===== src/rtl/snd_audio_pkg.sv =====
// Sound datapath definitions
// Sample widths, mixer gains and PCM filter coefficient
`default_nettype none

package snd_audio_pkg;

    localparam int SND_W = 16;  // Mixed output
    localparam int FM_W  = 16;  // Each FM channel
    localparam int PCM_W = 9;   // Signed PCM sample

    // Unsigned gain, 4.4 fixed point
    typedef logic [7:0] gain_t;

    localparam gain_t FM_GAIN = 8'h10;  // 1.0

    // PCM gain per fxlevel, entry 0 is the quietest
    localparam gain_t [3:0] PCM_LEVEL = {8'h0C, 8'h08, 8'h06, 8'h04};

    // Pole position in sixteenths, about 4 kHz at the FM rate
    localparam int POLE_A = 10;

    // Offset binary to two's complement
    localparam int PCM_BIAS = 128;

endpackage

`default_nettype wire


===== src/rtl/snd_bus_pkg.sv =====
// Sound CPU bus definitions
// Address map, I/O port groups and bank window limits
`default_nettype none

package snd_bus_pkg;

    localparam int ADDR_W = 16;  // CPU address bus
    localparam int DATA_W = 8;   // CPU data bus
    localparam int ROM_AW = 19;  // External ROM port

    // I/O groups picked by A7..A6
    typedef enum logic [1:0] {
        PORT_FM     = 2'd0,
        PORT_MISC   = 2'd1,
        PORT_PCM    = 2'd2,
        PORT_MAPPER = 2'd3
    } io_port_e;

    // Banked window on A15..A12, 0x8000 up to but not including 0xE000
    localparam logic [3:0] BANK_LO = 4'd8;
    localparam logic [3:0] BANK_HI = 4'd14;

    // Mapper mirror in memory space at 0xE800 (A11 set)
    localparam logic [3:0] MAPPER_MEM_NIBBLE = 4'd14;

    // Open bus value
    localparam logic [7:0] READ_IDLE = 8'hFF;

endpackage

`default_nettype wire


===== src/rtl/snd_bus_if.sv =====
// Sound CPU bus as seen by the peripherals
`timescale 1ns/1ns
`default_nettype none

interface snd_bus_if;
    import snd_bus_pkg::*;

    logic [ADDR_W-1:0] addr;    // CPU address
    logic              mreq_n;  // Memory request
    logic              iorq_n;  // I/O request
    logic              rd_n;
    logic              wr_n;
    logic [DATA_W-1:0] dout;    // CPU write data

    // Decoder watches the whole cycle
    modport decoder (
        input addr, mreq_n, iorq_n, rd_n, wr_n, dout
    );

    // PCM FIFO only needs the write strobe and data
    modport pcm (
        input wr_n, dout
    );

endinterface

`default_nettype wire


===== src/rtl/snd_board.sv =====
// Arcade sound board top level
// CPU and FM sit outside, their bus and samples arrive as plain ports
`timescale 1ns/1ns
`default_nettype none

module snd_board #(
    parameter int PCM_DEPTH = 4,
    parameter int MIX_SHIFT = 4
) (
    input  logic                                   clk,
    input  logic                                   rst,
    input  logic                                   cen_pcm,    // PCM rate enable
    input  logic                                   fm_sample,  // FM output strobe
    input  logic [1:0]                             fxlevel,
    input  logic                                   enable_fm,
    input  logic                                   enable_psg,
    input  logic [snd_bus_pkg::ADDR_W-1:0]         addr,
    input  logic                                   mreq_n,
    input  logic                                   iorq_n,
    input  logic                                   rd_n,
    input  logic                                   wr_n,
    input  logic [snd_bus_pkg::DATA_W-1:0]         dout,
    output logic [7:0]                             cpu_din,
    output logic                                   cpu_wait,
    output logic                                   int_n,
    output logic                                   nmi_n,
    output logic [snd_bus_pkg::ROM_AW-1:0]         rom_addr,
    output logic                                   rom_cs,
    input  logic [7:0]                             rom_data,
    input  logic                                   rom_ok,
    output logic                                   fm_cs,
    input  logic [7:0]                             fm_dout,
    input  logic signed [snd_audio_pkg::FM_W-1:0]  fm_left,
    input  logic signed [snd_audio_pkg::FM_W-1:0]  fm_right,
    output logic                                   mapper_rd,
    output logic                                   mapper_wr,
    output logic [7:0]                             mapper_din,
    input  logic [7:0]                             mapper_dout,
    input  logic                                   mapper_obf,  // Buffer full
    output logic signed [snd_audio_pkg::SND_W-1:0] snd,
    output logic                                   peak
);
    import snd_audio_pkg::*;

    logic                    pcm_cs;
    logic                    pcm_rst;
    logic                    pcm_mdn;
    logic                    pcm_busyn;
    logic signed [PCM_W-1:0] pcm_raw;  // FIFO output
    logic signed [PCM_W-1:0] pcm_snd;  // After the pole

    snd_bus_if bus ();

    assign bus.addr   = addr;
    assign bus.mreq_n = mreq_n;
    assign bus.iorq_n = iorq_n;
    assign bus.rd_n   = rd_n;
    assign bus.wr_n   = wr_n;
    assign bus.dout   = dout;

    assign int_n = ~mapper_obf;  // Mapper has a command waiting

    snd_bus_decode u_decode (
        .clk(clk), .rst(rst), .bus(bus.decoder),
        .rom_data(rom_data), .rom_ok(rom_ok),
        .fm_dout(fm_dout), .mapper_dout(mapper_dout), .pcm_busyn(pcm_busyn),
        .rom_addr(rom_addr), .rom_cs(rom_cs), .cpu_wait(cpu_wait), .cpu_din(cpu_din),
        .fm_cs(fm_cs), .pcm_cs(pcm_cs), .mapper_rd(mapper_rd), .mapper_wr(mapper_wr),
        .mapper_din(mapper_din), .pcm_rst(pcm_rst), .pcm_mdn(pcm_mdn)
    );

    snd_pcm_fifo #(.PCM_DEPTH(PCM_DEPTH)) u_pcm (
        .clk(clk), .rst(rst), .bus(bus.pcm),
        .pcm_cs(pcm_cs), .pcm_rst(pcm_rst), .pcm_mdn(pcm_mdn), .cen_pcm(cen_pcm),
        .busyn(pcm_busyn), .drq_n(nmi_n), .pcm_raw(pcm_raw)
    );

    // Filter runs at the FM sample rate
    snd_pole u_pole (
        .clk(clk), .rst(rst), .sample(fm_sample), .sin(pcm_raw), .sout(pcm_snd)
    );

    snd_mixer #(.MIX_SHIFT(MIX_SHIFT)) u_mixer (
        .clk(clk), .rst(rst), .fxlevel(fxlevel),
        .enable_fm(enable_fm), .enable_psg(enable_psg),
        .fm_left(fm_left), .fm_right(fm_right), .pcm(pcm_snd),
        .snd(snd), .peak(peak)
    );

endmodule

`default_nettype wire


===== src/rtl/snd_bus_decode.sv =====
// Sound CPU address decoder
// Chip selects, ROM banking, control latch, ROM wait and read data mux
`timescale 1ns/1ns
`default_nettype none

module snd_bus_decode (
    input  logic                           clk,
    input  logic                           rst,
    snd_bus_if.decoder                     bus,
    input  logic [7:0]                     rom_data,
    input  logic                           rom_ok,
    input  logic [7:0]                     fm_dout,
    input  logic [7:0]                     mapper_dout,
    input  logic                           pcm_busyn,
    output logic [snd_bus_pkg::ROM_AW-1:0] rom_addr,
    output logic                           rom_cs,
    output logic                           cpu_wait,
    output logic [7:0]                     cpu_din,
    output logic                           fm_cs,
    output logic                           pcm_cs,
    output logic                           mapper_rd,
    output logic                           mapper_wr,
    output logic [7:0]                     mapper_din,
    output logic                           pcm_rst,
    output logic                           pcm_mdn
);
    import snd_bus_pkg::*;

    logic [3:0] nibble;      // A15..A12
    io_port_e   port;
    logic       bank_cs;
    logic       misc_cs;
    logic       mapper_cs;
    logic       rom_ok2;     // rom_ok one clock ago
    logic       rom_good;
    logic [5:0] rom_msb;     // Bank bits from the control latch

    assign nibble  = bus.addr[15:12];
    assign port    = io_port_e'(bus.addr[7:6]);
    assign bank_cs = !bus.mreq_n && (nibble >= BANK_LO) && (nibble < BANK_HI);

    // Port selects
    always_comb begin
        fm_cs     = 1'b0;
        misc_cs   = 1'b0;
        pcm_cs    = 1'b0;
        mapper_cs = 1'b0;
        if (!bus.iorq_n) begin
            case (port)
                PORT_FM:     fm_cs     = 1'b1;
                PORT_MISC:   misc_cs   = 1'b1;
                PORT_PCM:    pcm_cs    = 1'b1;
                PORT_MAPPER: mapper_cs = 1'b1;
            endcase
        end else begin
            // Memory mapped mapper at 0xE800
            mapper_cs = !bus.mreq_n && (nibble == MAPPER_MEM_NIBBLE) && bus.addr[11];
        end
    end

    assign mapper_rd  = mapper_cs && !bus.rd_n;
    assign mapper_wr  = mapper_cs && !bus.wr_n;
    assign mapper_din = bus.dout;

    // ROM address, banked window replaces A15 and up
    always_comb begin
        rom_addr       = '0;
        rom_addr[14:0] = bus.addr[14:0];
        if (bank_cs) begin
            rom_addr[15:14] = rom_msb[1:0];
            // Highest set bit picks the ROM chip
            if (rom_msb[5]) begin
                rom_addr[17:16] = 2'd3;
            end else if (rom_msb[4]) begin
                rom_addr[17:16] = 2'd2;
            end else if (rom_msb[3]) begin
                rom_addr[17:16] = 2'd1;
            end else begin
                rom_addr[17:16] = 2'd0;  // A8 or no chip bit
            end
        end
    end

    // ROM request and ready history
    always_ff @(posedge clk, posedge rst) begin
        if (rst) begin
            rom_cs  <= 1'b0;
            rom_ok2 <= 1'b0;
        end else begin
            rom_cs  <= (!bus.mreq_n && !bus.addr[15]) || bank_cs;  // Fixed + banked
            rom_ok2 <= rom_ok;
        end
    end

    // Data counts only after two ready clocks
    assign rom_good = rom_ok && rom_ok2;
    assign cpu_wait = rom_cs && !rom_good;  // Hold the CPU cycle

    // Registered read mux
    always_ff @(posedge clk) begin
        if (rom_cs) begin
            cpu_din <= rom_data;
        end else if (fm_cs) begin
            cpu_din <= fm_dout;
        end else if (pcm_cs) begin
            cpu_din <= {pcm_busyn, 7'd0};  // Status, busy in bit 7
        end else if (mapper_cs) begin
            cpu_din <= mapper_dout;
        end else begin
            cpu_din <= READ_IDLE;
        end
    end

    // Control latch on MISC writes
    always_ff @(posedge clk, posedge rst) begin
        if (rst) begin
            rom_msb <= '0;
            pcm_rst <= 1'b1;  // PCM held in reset
            pcm_mdn <= 1'b1;  // Stand alone mode
        end else if (misc_cs && !bus.wr_n) begin
            rom_msb <= bus.dout[5:0];
            pcm_rst <= ~bus.dout[6];
            pcm_mdn <= ~bus.dout[7];
        end
    end

endmodule

`default_nettype wire


===== src/rtl/snd_mixer.sv =====
// Three channel gain mixer, FM left and right plus PCM
// 4.4 gains, saturation to the output width and peak flag
`timescale 1ns/1ns
`default_nettype none

module snd_mixer #(
    parameter int MIX_SHIFT = 4
) (
    input  logic                                   clk,
    input  logic                                   rst,
    input  logic [1:0]                             fxlevel,
    input  logic                                   enable_fm,
    input  logic                                   enable_psg,
    input  logic signed [snd_audio_pkg::FM_W-1:0]  fm_left,
    input  logic signed [snd_audio_pkg::FM_W-1:0]  fm_right,
    input  logic signed [snd_audio_pkg::PCM_W-1:0] pcm,
    output logic signed [snd_audio_pkg::SND_W-1:0] snd,
    output logic                                   peak
);
    import snd_audio_pkg::*;

    localparam int SUM_W = FM_W + 11;  // Room for three weighted channels
    localparam logic signed [SUM_W-1:0] SAT_MAX = SUM_W'(2**(SND_W-1) - 1);
    localparam logic signed [SUM_W-1:0] SAT_MIN = -SAT_MAX - 1;

    gain_t                   fm_gain;
    gain_t                   pcm_gain;
    logic signed [FM_W+8:0]  w_left;
    logic signed [FM_W+8:0]  w_right;
    logic signed [PCM_W+8:0] w_pcm;
    logic signed [SUM_W-1:0] sum;
    logic signed [SUM_W-1:0] scaled;

    // Gains are unsigned, so extend with a zero before the signed multiply
    assign w_left  = fm_left  * $signed({1'b0, fm_gain});
    assign w_right = fm_right * $signed({1'b0, fm_gain});
    assign w_pcm   = pcm      * $signed({1'b0, pcm_gain});

    assign sum    = w_left + w_right + w_pcm;
    assign scaled = sum >>> MIX_SHIFT;  // Back from 4.4

    always_ff @(posedge clk, posedge rst) begin
        if (rst) begin
            fm_gain  <= '0;
            pcm_gain <= '0;
            snd      <= '0;
            peak     <= 1'b0;
        end else begin
            fm_gain  <= enable_fm  ? FM_GAIN            : '0;
            pcm_gain <= enable_psg ? PCM_LEVEL[fxlevel] : '0;
            // Clip to output range
            if (scaled > SAT_MAX) begin
                snd  <= SND_W'(SAT_MAX);
                peak <= 1'b1;
            end else if (scaled < SAT_MIN) begin
                snd  <= SND_W'(SAT_MIN);
                peak <= 1'b1;
            end else begin
                snd  <= scaled[SND_W-1:0];
                peak <= 1'b0;
            end
        end
    end

endmodule

`default_nettype wire


===== src/rtl/snd_pcm_fifo.sv =====
// PCM sample FIFO in slave mode
// CPU pushes bytes, cen_pcm pops them into a signed sample
`timescale 1ns/1ns
`default_nettype none

module snd_pcm_fifo #(
    parameter int PCM_DEPTH = 4
) (
    input  logic                                  clk,
    input  logic                                  rst,
    snd_bus_if.pcm                                bus,
    input  logic                                  pcm_cs,
    input  logic                                  pcm_rst,
    input  logic                                  pcm_mdn,
    input  logic                                  cen_pcm,
    output logic                                  busyn,
    output logic                                  drq_n,
    output logic signed [snd_audio_pkg::PCM_W-1:0] pcm_raw
);
    import snd_audio_pkg::*;

    localparam int AW = $clog2(PCM_DEPTH);

    logic [7:0]    mem [PCM_DEPTH];
    logic [AW-1:0] wr_ptr;
    logic [AW-1:0] rd_ptr;
    logic [AW:0]   count;    // Entries held
    logic          wr_n_q;   // Strobe edge detect
    logic          full;
    logic          empty;
    logic          push;
    logic          pop;

    assign full  = (count == (AW+1)'(PCM_DEPTH));
    assign empty = (count == '0);

    // One push per falling wr_n, dropped when full
    assign push = pcm_cs && wr_n_q && !bus.wr_n && !full && !pcm_rst;
    assign pop  = cen_pcm && !empty && !pcm_rst;

    assign busyn = !full;
    assign drq_n = pcm_rst || pcm_mdn || full;  // Ask for data in slave mode

    always_ff @(posedge clk, posedge rst) begin
        if (rst) begin
            wr_n_q  <= 1'b1;
            wr_ptr  <= '0;
            rd_ptr  <= '0;
            count   <= '0;
            pcm_raw <= '0;
        end else begin
            wr_n_q <= bus.wr_n;
            if (pcm_rst) begin
                wr_ptr  <= '0;
                rd_ptr  <= '0;
                count   <= '0;
                pcm_raw <= '0;
            end else begin
                if (push) wr_ptr <= wr_ptr + 1'b1;
                if (pop) begin
                    rd_ptr  <= rd_ptr + 1'b1;
                    pcm_raw <= PCM_W'($signed({1'b0, mem[rd_ptr]}) - PCM_BIAS);
                end
                case ({push, pop})
                    2'b10:   count <= count + 1'b1;
                    2'b01:   count <= count - 1'b1;
                    default: count <= count;  // Idle or both
                endcase
            end
        end
    end

    // Storage
    always_ff @(posedge clk) begin
        if (push) mem[wr_ptr] <= bus.dout;
    end

endmodule

`default_nettype wire


===== src/rtl/snd_pole.sv =====
// One-pole low-pass on the PCM sample
// y += (x - y) * (16 - a) / 16 on each sample strobe
`timescale 1ns/1ns
`default_nettype none

module snd_pole (
    input  logic                                   clk,
    input  logic                                   rst,
    input  logic                                   sample,
    input  logic signed [snd_audio_pkg::PCM_W-1:0] sin,
    output logic signed [snd_audio_pkg::PCM_W-1:0] sout
);
    import snd_audio_pkg::*;

    localparam int FRAC = 4;             // Extra fraction bits
    localparam int AW   = PCM_W + FRAC;  // Accumulator width
    localparam logic signed [5:0] COEF = 6'(16 - POLE_A);

    logic signed [AW-1:0] acc;    // Filter state
    logic signed [AW-1:0] sin_x;  // Input at accumulator scale
    logic signed [AW:0]   diff;
    logic signed [AW+6:0] prod;
    logic signed [AW+6:0] step;

    assign sin_x = {sin, {FRAC{1'b0}}};
    assign diff  = sin_x - acc;
    assign prod  = diff * COEF;
    assign step  = prod >>> 4;  // Sixteenths

    // Step never overshoots the input so it fits the accumulator
    always_ff @(posedge clk, posedge rst) begin
        if (rst) begin
            acc <= '0;
        end else if (sample) begin
            acc <= acc + $signed(step[AW-1:0]);
        end
    end

    assign sout = acc[AW-1:FRAC];  // Drop the fraction

endmodule

`default_nettype wire


===== config.mk =====
export PLATFORM = sky130hd
export DESIGN_NAME = snd_board
export DESIGN_NICKNAME = d
export VERILOG_FILES = /design/src/rtl/snd_audio_pkg.sv /design/src/rtl/snd_bus_pkg.sv /design/src/rtl/snd_bus_if.sv /design/src/rtl/snd_board.sv /design/src/rtl/snd_bus_decode.sv /design/src/rtl/snd_mixer.sv /design/src/rtl/snd_pcm_fifo.sv /design/src/rtl/snd_pole.sv
export SDC_FILE = /design/constraint.sdc
export NUM_CORES = 1
export LEC_CHECK = 0
export BUFFER_PORTS_ARGS = -buffer_cell sky130_fd_sc_hd__buf_2
export CAP_MARGIN = 25
export CORE_MARGIN = 2
export CORE_UTILIZATION = 46
export DETAILED_ROUTE_END_ITERATION = 10
export PLACE_DENSITY = 0.75
export SLEW_MARGIN = 20
export SYNTH_ARGS = -nofsm -noshare
export SYNTH_HDL_FRONTEND = slang
export SYNTH_SLANG_ARGS = --single-unit

===== constraint.sdc =====
create_clock -name clk -period 9.9 [get_ports clk]
set_clock_uncertainty 0.1 [all_clocks]
set_input_delay 0.495 -clock clk [delete_from_list [all_inputs] [get_ports clk]]
set_output_delay 0.495 -clock clk [all_outputs]
set_load 0.005 [all_outputs]

### Word-level counts from Yosys, hierarchy flattened

Memories as Yosys holds them, arrays and structs flattened.
Index checks and enable logic that the tools add are counted.

| word-level totals | value |
|---|---|
| flip-flop bits (word level) | 81 |
| latch bits | 0 |
| RAM bits | 32 |
| ROM bits | 0 |
| output and inout port bits | 59 |
| logic and storage cells | 111 |
| memories | 1 |

Memory list:

| memory | words | bits a word | rd ports | clocked after Yosys merged registers in | write ports | RTL line | text |
|---|---|---|---|---|---|---|---|
| u_pcm.mem | 4 | 8 | 1 | 0 | 1 | snd_pcm_fifo.sv:24 | `logic [7:0] mem [PCM_DEPTH];` |

| cells by class | value |
|---|---|
| add/sub/neg operators | 9 |
| multipliers | 4 |
| div/mod/pow operators | 0 |
| $lt $le $gt $ge | 5 |
| equal/unequal tests | 7 |
| shift operators | 0 |
| multiplexer cells | 34 |
| bitwise logic cells | 3 |
| reductions and logical operators | 32 |

Operator list:

| kind | count |
|---|---|
| 16-bit by 9-bit multiplier with 25-bit output | 2 |
| 8-bit 2-to-1 mux | 6 |
| 16-bit 2-to-1 mux | 2 |
| 26-bit by 18-bit adder with 27-bit output | 1 |
| 25-bit by 25-bit adder with 26-bit output | 1 |
| 23-bit by 16-bit > comparator with 1-bit output, second input constant | 1 |
| 23-bit by 16-bit less-than comparator with 1-bit output, second input constant | 1 |
| 9-bit by 9-bit multiplier with 18-bit output | 1 |
| 9-bit 2-to-1 mux | 2 |
| 8-bit binary-select mux with 2-bit select | 1 |
| 1-bit logical AND | 16 |
| 14-bit by 3-bit multiplier with 16-bit output, second input constant | 1 |
| 13-bit by 13-bit subtractor with 14-bit output | 1 |
| 13-bit adder | 1 |
| 1-bit 2-to-1 mux | 13 |
| 2-bit 2-to-1 mux | 6 |
| 8-bit by 8-bit subtractor with 9-bit output, second input constant | 1 |
| 1-bit zero test | 8 |
| 2-bit equality test, second input constant | 3 |
| 3-bit case mux with 2 select lines | 1 |
| 5-bit 2-to-1 mux | 1 |
| 2-bit by 1-bit adder with 2-bit output, second input constant | 2 |
| 2-bit by 1-bit equality test with 1-bit output, second input constant | 2 |
| 4-bit equality test, second input constant | 1 |
| 14 further kinds | 19 |

### Longest topological paths before layout

Gate-level depths: netlist of the first run.

| logic depth | value |
|---|---|
| depth in word-level cells | 10 |
| depth in mapped cells | 24 |
| depth with buffers taken out | 24 |

### By module

From an unflattened synthesis of the first run, not the netlist that was laid out.

| second synthesis, totals | value |
|---|---|
| cell total of the unflattened synthesis | 1021 |
| area total of the unflattened synthesis | 10057.1 um2 |

Modules (own cells, without submodules):

| module | times used | cells each | area an instance (um2) | seq. area each (um2) |
|---|---|---|---|---|
| snd_mixer | 1 | 496 | 4682.0 | 525.5 |
| snd_pole | 1 | 277 | 2244.7 | 325.3 |
| snd_pcm_fifo | 1 | 128 | 1998.2 | 1362.6 |
| snd_bus_decode | 1 | 119 | 1128.6 | 387.9 |
| snd_board | 1 | 1 | 3.8 | 0.0 |

### Least setup slack after synthesis of the first run

Ideal clock, no wire load.

| timing | value |
|---|---|
| path type | register to register |
| start | register u_mixer.pcm_gain[1] |
| end | register u_mixer.snd[6] (netlist bit) |
| setup time | 0.129 ns |
| arrival | 5.478 ns |
| data required time | 9.671 ns |
| setup slack | 4.194 ns |
| cell stages (with the launch flop) | 22 |
| path buffers | 1 |
| period minus slack after synthesis | 5.706 ns |
| path through | dfrtp_1 nand2_1 inv_1 ha_1 fa_1 inv_1 fa_1 inv_1 ha_1 fa_1 fa_1 ha_1 ha_1 nand3_1 o22ai_1 o31ai_1 a31oi_2 nor4_2 a211oi_2 o41ai_4 buf_6 o21ai_1 |

| between the ends | value |
|---|---|
| longest elaborated chain between the ends | 5 |

Ends and longest elaborated chain:

| element | RTL line | text |
|---|---|---|
| start: declaration | snd_mixer.sv:27 | `gain_t pcm_gain;` |
| start signal: assignment | snd_mixer.sv:50 | `pcm_gain <= enable_psg ? PCM_LEVEL[fxlevel] : '0;` |
| 9-bit by 9-bit multiplier with 18-bit output (*) | snd_mixer.sv:37 | `assign w_pcm = pcm * $signed({1'b0, pcm_gain});` |
| 26-bit by 18-bit adder with 27-bit output (*) | snd_mixer.sv:39 | `assign sum = w_left + w_right + w_pcm;` |
| 23-bit by 16-bit less-than comparator with 1-bit output | snd_mixer.sv:55 | `end else if (scaled < SAT_MIN) begin` |
| 16-bit 2-to-1 mux | snd_mixer.sv:55 |  |
| 16-bit 2-to-1 mux (*) | snd_mixer.sv:52 | `if (scaled > SAT_MAX) begin` |
| end signal: assignment | snd_mixer.sv:53 | `snd <= SND_W'(SAT_MAX);` |
| end signal: assignment | snd_mixer.sv:56 | `snd <= SND_W'(SAT_MIN);` |
| end signal: assignment | snd_mixer.sv:59 | `snd <= scaled[SND_W-1:0];` |
| end: declaration | snd_mixer.sv:17 | `output logic signed [snd_audio_pkg::SND_W-1:0] snd,` |

Mark *: on every way between the ends. The rest lies on a longest branch, timed or not.
A chain may end at the register's enable or synchronous reset.

### Worst setup path in the final report of the first run

| timing | value |
|---|---|
| start | register u_mixer.pcm_gain[1] |
| end | register u_mixer.snd[5] (netlist bit) |

The elaborated chain is that of the path after synthesis.

==> flow_metrics.env, run 1 <==
export IMPL_drt_initial_drc_count=283
export IMPL_multi_input_area_mm2=0.00592
export IMPL_setup_ws_ns=3.37
export IMPL_cp_slowest_cell="o41ai_4"
export IMPL_clock_root_buffer="clkbuf_16"
export IMPL_die_w_um=145
export IMPL_slew_headroom=0.349
export IMPL_hold_path_class="input port to async pin"
export IMPL_gp_congestion=0.881
export IMPL_status="complete, no violations"
export IMPL_fmax_ghz=0.153
export IMPL_grt_max_degree=41
export IMPL_start_util=0.468
export IMPL_die_h_um=145
export IMPL_fin_crit_ns=6.53
export IMPL_cts_hold_buf=0
export IMPL_overflow=0
export IMPL_fin_util=0.524
export IMPL_cp_required_ns=9.97
export IMPL_critical_path_max_stage_delay_ns=0.94
export IMPL_fp_row_count=51
export IMPL_clock_sinks=99
export IMPL_drive_gt1_frac=0.203
export IMPL_numPortBuffers=133
export IMPL_syn_num_nets=1191
export IMPL_path_cells="nand2_1 > inv_1 > ha_1 > fa_1 > inv_1 > fa_1 > inv_1 > ha_1 > fa_1 > fa_1 > ha_1 > ha_1 > nand3_1 > o22ai_1 > o31ai_1 > a31oi_2 > nor4_2 > a211oi_2 > o41ai_4 > o21ai_0"
export IMPL_cts_setup_buffers=0
export IMPL_seq_area_mm2=0.00260
export IMPL_start_kind="flip-flop"
export IMPL_synth_async_reset_ratio=0.596
export IMPL_grt_pass1_vias=6504
export IMPL_maxSlewViolCount=0
export IMPL_tightest_slew_ns=0.974
export IMPL_place_ws_ns=3.34
export IMPL_synth_enable_flop_cells=32
export IMPL_yosys_warnings=0
export IMPL_ys_types=74
export IMPL_ys_ff_latch=99
export IMPL_synthesis_area_mm2=0.00912
export IMPL_tritoncts="built"
export IMPL_postCtsResizedCells=0
export IMPL_fillers=1733
export IMPL_tns_ns=0
export IMPL_dp_hpwl_um=15300
export IMPL_ys_flop_type="dfrtp_1"
export IMPL_area_growth_pct=11.9
export IMPL_insertion_delay_ns=0.36
export IMPL_fin_nets=1297
export IMPL_track_usage=0.185
export IMPL_grt_pass1_wl_um=30700
export IMPL_vias_per_cell=5.21
export IMPL_synth_avg_cell_area_um2=10.1
export IMPL_vias=6677
export IMPL_post_route_period_util=0.659
export IMPL_drt_first_pass_iters=8
export IMPL_die_area_mm2=0.0210
export IMPL_cts_max_level=3
export IMPL_grt_antenna_before_repair=1
export IMPL_max_cap_viol_count=0
export IMPL_yosysSeqAreaShare=0.285
export IMPL_clockBufferDepth=2
export IMPL_drt_antenna_violating_nets=0
export IMPL_rsz0062_at_grt="no"
export IMPL_route_detailed_drc=0
export IMPL_routedWlPerCell_um=14.6
export IMPL_setup_violations=0
export IMPL_path_clk_slew_ns=0.08
export IMPL_syn_inst=905
export IMPL_cp_max_fo=16
export IMPL_pin_count=153
export IMPL_critical_path_endpoint_type="flip-flop"
export IMPL_cts_made_buffers=9
export IMPL_hold_violations=0
export IMPL_core_area_mm2=0.0195
export IMPL_cp_arrival_ns=6.60
export IMPL_path_class="flip-flop to flip-flop"
export IMPL_wl_um=18700
-- per-layer routing --
layer	global-route usage	up-vias	wire, µm
li1	-	3317	-
met1	0.255	3136	8710
met2	0.311	202	8700
met3	0.0220	22	1040
met4	0.0506	0	274
met5	0	-	0
-- layout by cell type, fill, tap and decap left out, types with 4 or more instances in the layout --
master,instances
o21ai_1,7
nand3_1,15
nand4_1,4
or3_1,8
buf_2,133
mux2i_1,6
nor2b_1,8
nand2_1,66
a211oi_1,5
inv_1,92
dfxtp_1,8
nor3_1,20
nand2b_1,10
and2_1,50
o21ai_0,31
mux2_2,12
nor4_1,4
xor2_1,19
mux4_2,8
dfrtp_1,56
o211ai_1,4
a21boi_0,5
o21a_1,4
a31oi_1,9
a21oi_1,36
fa_1,44
a21o_1,10
and3_1,6
xnor2_1,28
nor2_1,49
o21ai_2,7
ha_1,148
clkbuf_16,9
or2_2,4
edfxtp_1,32
-- worst paths after layout --
| kind | startpoint | to | slack [ns] | cells after the start |
|---|---|---|---|---|
| setup / recovery | u_mixer.pcm_gain[1] | u_mixer.snd[5] | 3.37 | 20 |
| hold / removal | rst | u_decode.rom_ok2 | 0.03 | 2 |
| setup reg to reg | u_mixer.pcm_gain[1] | u_mixer.snd[5] | 3.37 | 20 |
| hold reg to reg | u_decode.pcm_mdn | u_decode.pcm_mdn | 0.41 | 2 |
| max in group asynchronous | rst | u_decode.pcm_rst | 8.76 | 3 |
| min in group clk | enable_fm | u_mixer.fm_gain[4] | 0.16 | 1 |
-- synth_stat cells, drive strengths merged (3+ instances only) --
| cell type | count | area share |
|---|---|---|
| dfrtp | 56 | 0.15 |
| xnor2 | 28 | 0.027 |
| or3 | 8 | 0.0055 |
| nand2 | 66 | 0.027 |
| o21bai | 3 | 0.0025 |
| and3 | 7 | 0.0049 |
| buf | 27 | 0.022 |
| a21o | 12 | 0.010 |
| dfstp | 3 | 0.0086 |
| nand3 | 15 | 0.0082 |
| o31ai | 4 | 0.0038 |
| o211ai | 5 | 0.0047 |
| ha | 148 | 0.20 |
| a31oi | 10 | 0.0075 |
| nor2b | 8 | 0.0055 |
| mux4 | 8 | 0.020 |
| inv | 93 | 0.038 |
| a41o | 3 | 0.0034 |
| and2 | 52 | 0.036 |
| nor3 | 20 | 0.011 |
| fa | 44 | 0.097 |
| nor4 | 5 | 0.0041 |
| nor2 | 49 | 0.020 |
| edfxtp | 32 | 0.11 |
| nand4 | 4 | 0.0027 |
| mux2 | 12 | 0.015 |
| nand2b | 10 | 0.0069 |
| nor3b | 3 | 0.0025 |
| clkbuf | 13 | 0.0054 |
| a21oi | 37 | 0.021 |
| o21ai | 45 | 0.028 |
| dfxtp | 8 | 0.018 |
| a211oi | 6 | 0.0055 |
| or2 | 4 | 0.0027 |
| mux2i | 6 | 0.0066 |
| o21a | 4 | 0.0033 |
| xor2 | 20 | 0.020 |
| a21boi | 5 | 0.0041 |
-- flip-flops by register name (all words and copies together) (netlist names) --
name,count
u_pcm.mem,32
u_mixer.snd,16
u_pole.acc,13
u_decode.cpu_din,8
u_pcm.pcm_raw,8
u_decode.rom_msb,5
u_mixer.pcm_gain,3
u_pcm.count,3
u_pcm.rd_ptr,2
u_pcm.wr_ptr,2
u_decode.pcm_mdn,1
u_decode.pcm_rst,1
u_decode.rom_cs,1
u_decode.rom_ok2,1
u_mixer.fm_gain,1
u_mixer.peak,1
u_pcm.wr_n_q,1
-- through the flow --
step	cells	cell area [µm²]	hold slack [ns]
after floorplan	905	9120	0.377
after global placement	1265	9880	0.388
after detailed placement	1265	9880	0.396
after CTS	1281	10200	0.0468
after global routing	1281	10200	0.0684
final	1282	10200	0.0344
-- layout make-up --
cell class	count	area share
Timing Repair Buffer	135	0.0667
Tap cell	265	0.0325
Clock inverter	6	0.00736
Antenna cell	1	0.000245
Multi-Input combinational cell	673	0.581
Inverter	93	0.0342
Sequential cell	99	0.255
Clock buffer	10	0.0234
-- logic make-up after synthesis --
group	after synthesis	synth area share
buf+inv	133	0.0659
fa+ha+maj	192	0.300
flops	99	0.285
other cells	1	0.000411
mux	26	0.0412
xor+xnor	49	0.0494
simple gates	258	0.144
compound gates	147	0.114
-- critical path, delay by kind of cell (launching register included) --
| family | cells | cell delay, ns |
|---|---|---|
| adders and majority gates | 8 | 3.17 |
| AOI/OAI and AO/OA | 6 | 1.99 |
| and+or+nand+nor | 3 | 0.46 |
| DFF | 1 | 0.44 |
| buffers and inverters | 3 | 0.18 |
Power of run 1 is left out: the tool's default activity adds up to more than one toggle a clock period on the data nets, which glitch-free logic cannot reach.
==> run 2: changes to the inputs <==
--- a/config.mk
+++ b/config.mk
@@ -5,12 +5,13 @@
 export SDC_FILE = /design/constraint.sdc
 export NUM_CORES = 1
 export LEC_CHECK = 0
+export ABC_AREA = 1
 export BUFFER_PORTS_ARGS = -buffer_cell sky130_fd_sc_hd__buf_2
 export CAP_MARGIN = 25
 export CORE_MARGIN = 2
 export CORE_UTILIZATION = 46
 export DETAILED_ROUTE_END_ITERATION = 10
-export PLACE_DENSITY = 0.75
+export PLACE_DENSITY = 0.78
 export SLEW_MARGIN = 20
 export SYNTH_ARGS = -nofsm -noshare
 export SYNTH_HDL_FRONTEND = slang
==> constraint.sdc (replaced) <==
create_clock -name clk -period 5.6 [get_ports clk]
set_clock_uncertainty 0.1 [all_clocks]
set_input_delay 0.28 -clock clk [delete_from_list [all_inputs] [get_ports clk]]
set_output_delay 0.28 -clock clk [all_outputs]
set_load 0.005 [all_outputs]
==> flow_metrics.env, run 2 <==
export IMPL_status="complete, no violations"
export IMPL_overflow=0
export IMPL_ys_flop_type="dfrtp_1"
export IMPL_area_growth_pct=13.1
export IMPL_yosys_warnings=0
export IMPL_synth_top_cell_by_area="ha_1"
export IMPL_drt_initial_drc_count=513
export IMPL_fin_util=0.526
export IMPL_cp_startpoint="u_mixer.pcm_gain[2]"
export IMPL_setup_violations=0
export IMPL_clock_sinks=99
export IMPL_tritoncts="built"
export IMPL_final_common_cell="nand2_1"
export IMPL_drt_antenna_violating_nets=0
export IMPL_maxSlewViolCount=0
export IMPL_die_h_um=149
export IMPL_syn_num_nets=1544
export IMPL_fin_crit_ns=5.31
export IMPL_cp_arrival_ns=5.51
export IMPL_fp_row_count=53
export IMPL_yosysSeqAreaShare=0.269
export IMPL_track_usage=0.195
export IMPL_gp_congestion=0.933
export IMPL_critical_path_endpoint_type="flip-flop"
export IMPL_clock_root_buffer="clkbuf_16"
export IMPL_routedWlPerCell_um=12.8
export IMPL_post_route_period_util=0.948
export IMPL_fmax_ghz=0.188
export IMPL_start_util=0.465
export IMPL_synth_area_leaders="ha_1, dfrtp_1, nand2_1, edfxtp_1, inv_1"
export IMPL_cts_made_buffers=9
export IMPL_ys_types=40
export IMPL_drt_first_pass_iters=8
export IMPL_synth_async_reset_ratio=0.596
export IMPL_core_area_mm2=0.0208
export IMPL_top_regs="u_pcm.mem x32, u_mixer.snd x16, u_pole.acc x13"
export IMPL_vias=8175
export IMPL_path_clk_slew_ns=0.07
export IMPL_start_kind="flip-flop"
export IMPL_cts_max_level=3
export IMPL_place_ws_ns=0.112
export IMPL_die_area_mm2=0.0222
export IMPL_top_layer="met5"
export IMPL_tns_ns=0
export IMPL_top_register="u_pcm.mem"
export IMPL_ys_ff_latch=99
export IMPL_setup_ws_ns=0.293
export IMPL_pin_count=153
export IMPL_insertion_delay_ns=0.35
export IMPL_synthesis_area_mm2=0.00968
export IMPL_synth_avg_cell_area_um2=7.69
export IMPL_drive_gt1_frac=0.143
export IMPL_cp_required_ns=5.80
export IMPL_hold_violations=0
export IMPL_path_class="flip-flop to flip-flop"
export IMPL_tightest_slew_ns=0.792
export IMPL_wl_um=21200
export IMPL_syn_inst=1258
export IMPL_grt_pass1_wl_um=35100
export IMPL_place_inst=1631
export IMPL_route_detailed_drc=0
export IMPL_fin_nets=1663
export IMPL_cp_max_fo=8
export IMPL_mostFrequentLayoutCells="nand2_1, inv_1, ha_1"
export IMPL_vias_per_cell=4.93
export IMPL_yosys_top_cells_count="nand2_1, inv_1, ha_1"
export IMPL_slew_headroom=0.470
export IMPL_die_w_um=149
export IMPL_numPortBuffers=133
export IMPL_synth_most_common_cell="nand2_1"
export IMPL_dp_hpwl_um=17200
export IMPL_wl_met3_um=1030
export IMPL_wl_met1_um=9680
export IMPL_grt_pass1_vias=7652
export IMPL_rsz0062_at_grt="no"
export IMPL_hold_path_class="input port to async pin"
export IMPL_synth_enable_flop_cells=32
export IMPL_largest_reg_flops=32
export IMPL_max_cap_viol_count=0
export IMPL_grt_max_degree=60
export IMPL_r2r_start="u_mixer.pcm_gain[2]"
export IMPL_instances_no_fill=1658
export IMPL_routed_wl_met2_um=10200
export IMPL_synth_top_area_share=0.191
export IMPL_grt_antenna_before_repair=3
export IMPL_clockBufferDepth=2
==> run 2: cell count changes in the layout (fill, tap and decap cells not counted), moves of 10 or more <==
cell,change
nand2_1,+262
inv_1,+162
and2_1,-47
nand3_1,+35
nor2_1,+24
o21ai_0,+22
nor3_1,-11
nand2b_1,-10
==> run 2: cell type report <==
| type | count | area [µm²] |
|---|---|---|
| inverters | 257 | 968 |
| flip-flops and latches | 99 | 2610 |
| diodes | 1 | 2.50 |
| multi-input cells | 864 | 5970 |
| clock inverters | 6 | 47.5 |
| clock buffers | 10 | 239 |
| fillers | 1918 | 9880 |
| well taps | 275 | 344 |
| repair buffers | 146 | 768 |
==> run 2: timing repair <==
| action | CTS | global route |
|---|---|---|
| hold buffers | 3 | 0 |
| endpoints found under the hold margin | 3 | 0 |
| endpoints found under the setup margin | 0 | 16 |
| resized for setup | 0 | 23 |
| buffers inserted | 0 | 4 |
==> run 2: cells by family after synthesis <==
| group | Yosys count | share of synthesized area |
|---|---|---|
| other | 1 | 0.000388 |
| buffers and inverters | 297 | 0.126 |
| AOI/OAI and AO/OA | 135 | 0.0775 |
| adders and majority gates | 192 | 0.282 |
| xor gates and xnor gates | 39 | 0.0353 |
| DFF | 99 | 0.269 |
| muxes | 3 | 0.00349 |
| and+or+nand+nor | 492 | 0.206 |
==> run 2: worst paths after layout <==
path	cells past startpoint	to	slack, ns
setup / recovery	25	u_mixer.snd[9]	0.29
min in group clk	3	u_decode.cpu_din[7]	0.03
setup reg to reg	25	u_mixer.snd[9]	0.29
max in group asynchronous	3	u_pole.acc[9]	4.80
hold reg to reg	2	u_decode.pcm_mdn	0.40
hold / removal	3	u_mixer.snd[7]	0.03
==> run 2: stage by stage <==
step | cell area, µm² | hold slack, ns
CTS | 10800 | 0.0211
floorplan | 9680 | 0.184
finish | 10900 | 0.0308
global placement | 10500 | 0.303
detailed placement | 10500 | 0.310
global route | 10900 | 0.0376
==> run 2: worst max-delay path: stages, from the launching register on <==
cell     delay, ns
dfrtp_2       0.45
buf_4         0.16
nand2_1       0.06
inv_1         0.04
ha_1          0.28
ha_1          0.28
inv_1         0.05
fa_1          0.54
inv_1         0.05
ha_1          0.30
fa_1          0.48
fa_1          0.50
ha_1          0.31
ha_2          0.33
or2_1         0.26
nand3_1       0.11
nand2_2       0.08
nand2_1       0.10
nand3_1       0.09
nand2_1       0.11
nand2_1       0.08
nor2_2        0.16
nand2_4       0.10
nand2_4       0.11
nand2_1       0.06
nand2_1       0.06
==> run 2: metal layers <==
layer / vias to the layer above / global-route usage
met5: - / 0
met4: 4 / 0.0500
met3: 28 / 0.0306
met2: 203 / 0.331
met1: 3770 / 0.261
li1: 4170 / -
Power of run 2 is left out for the same reason.
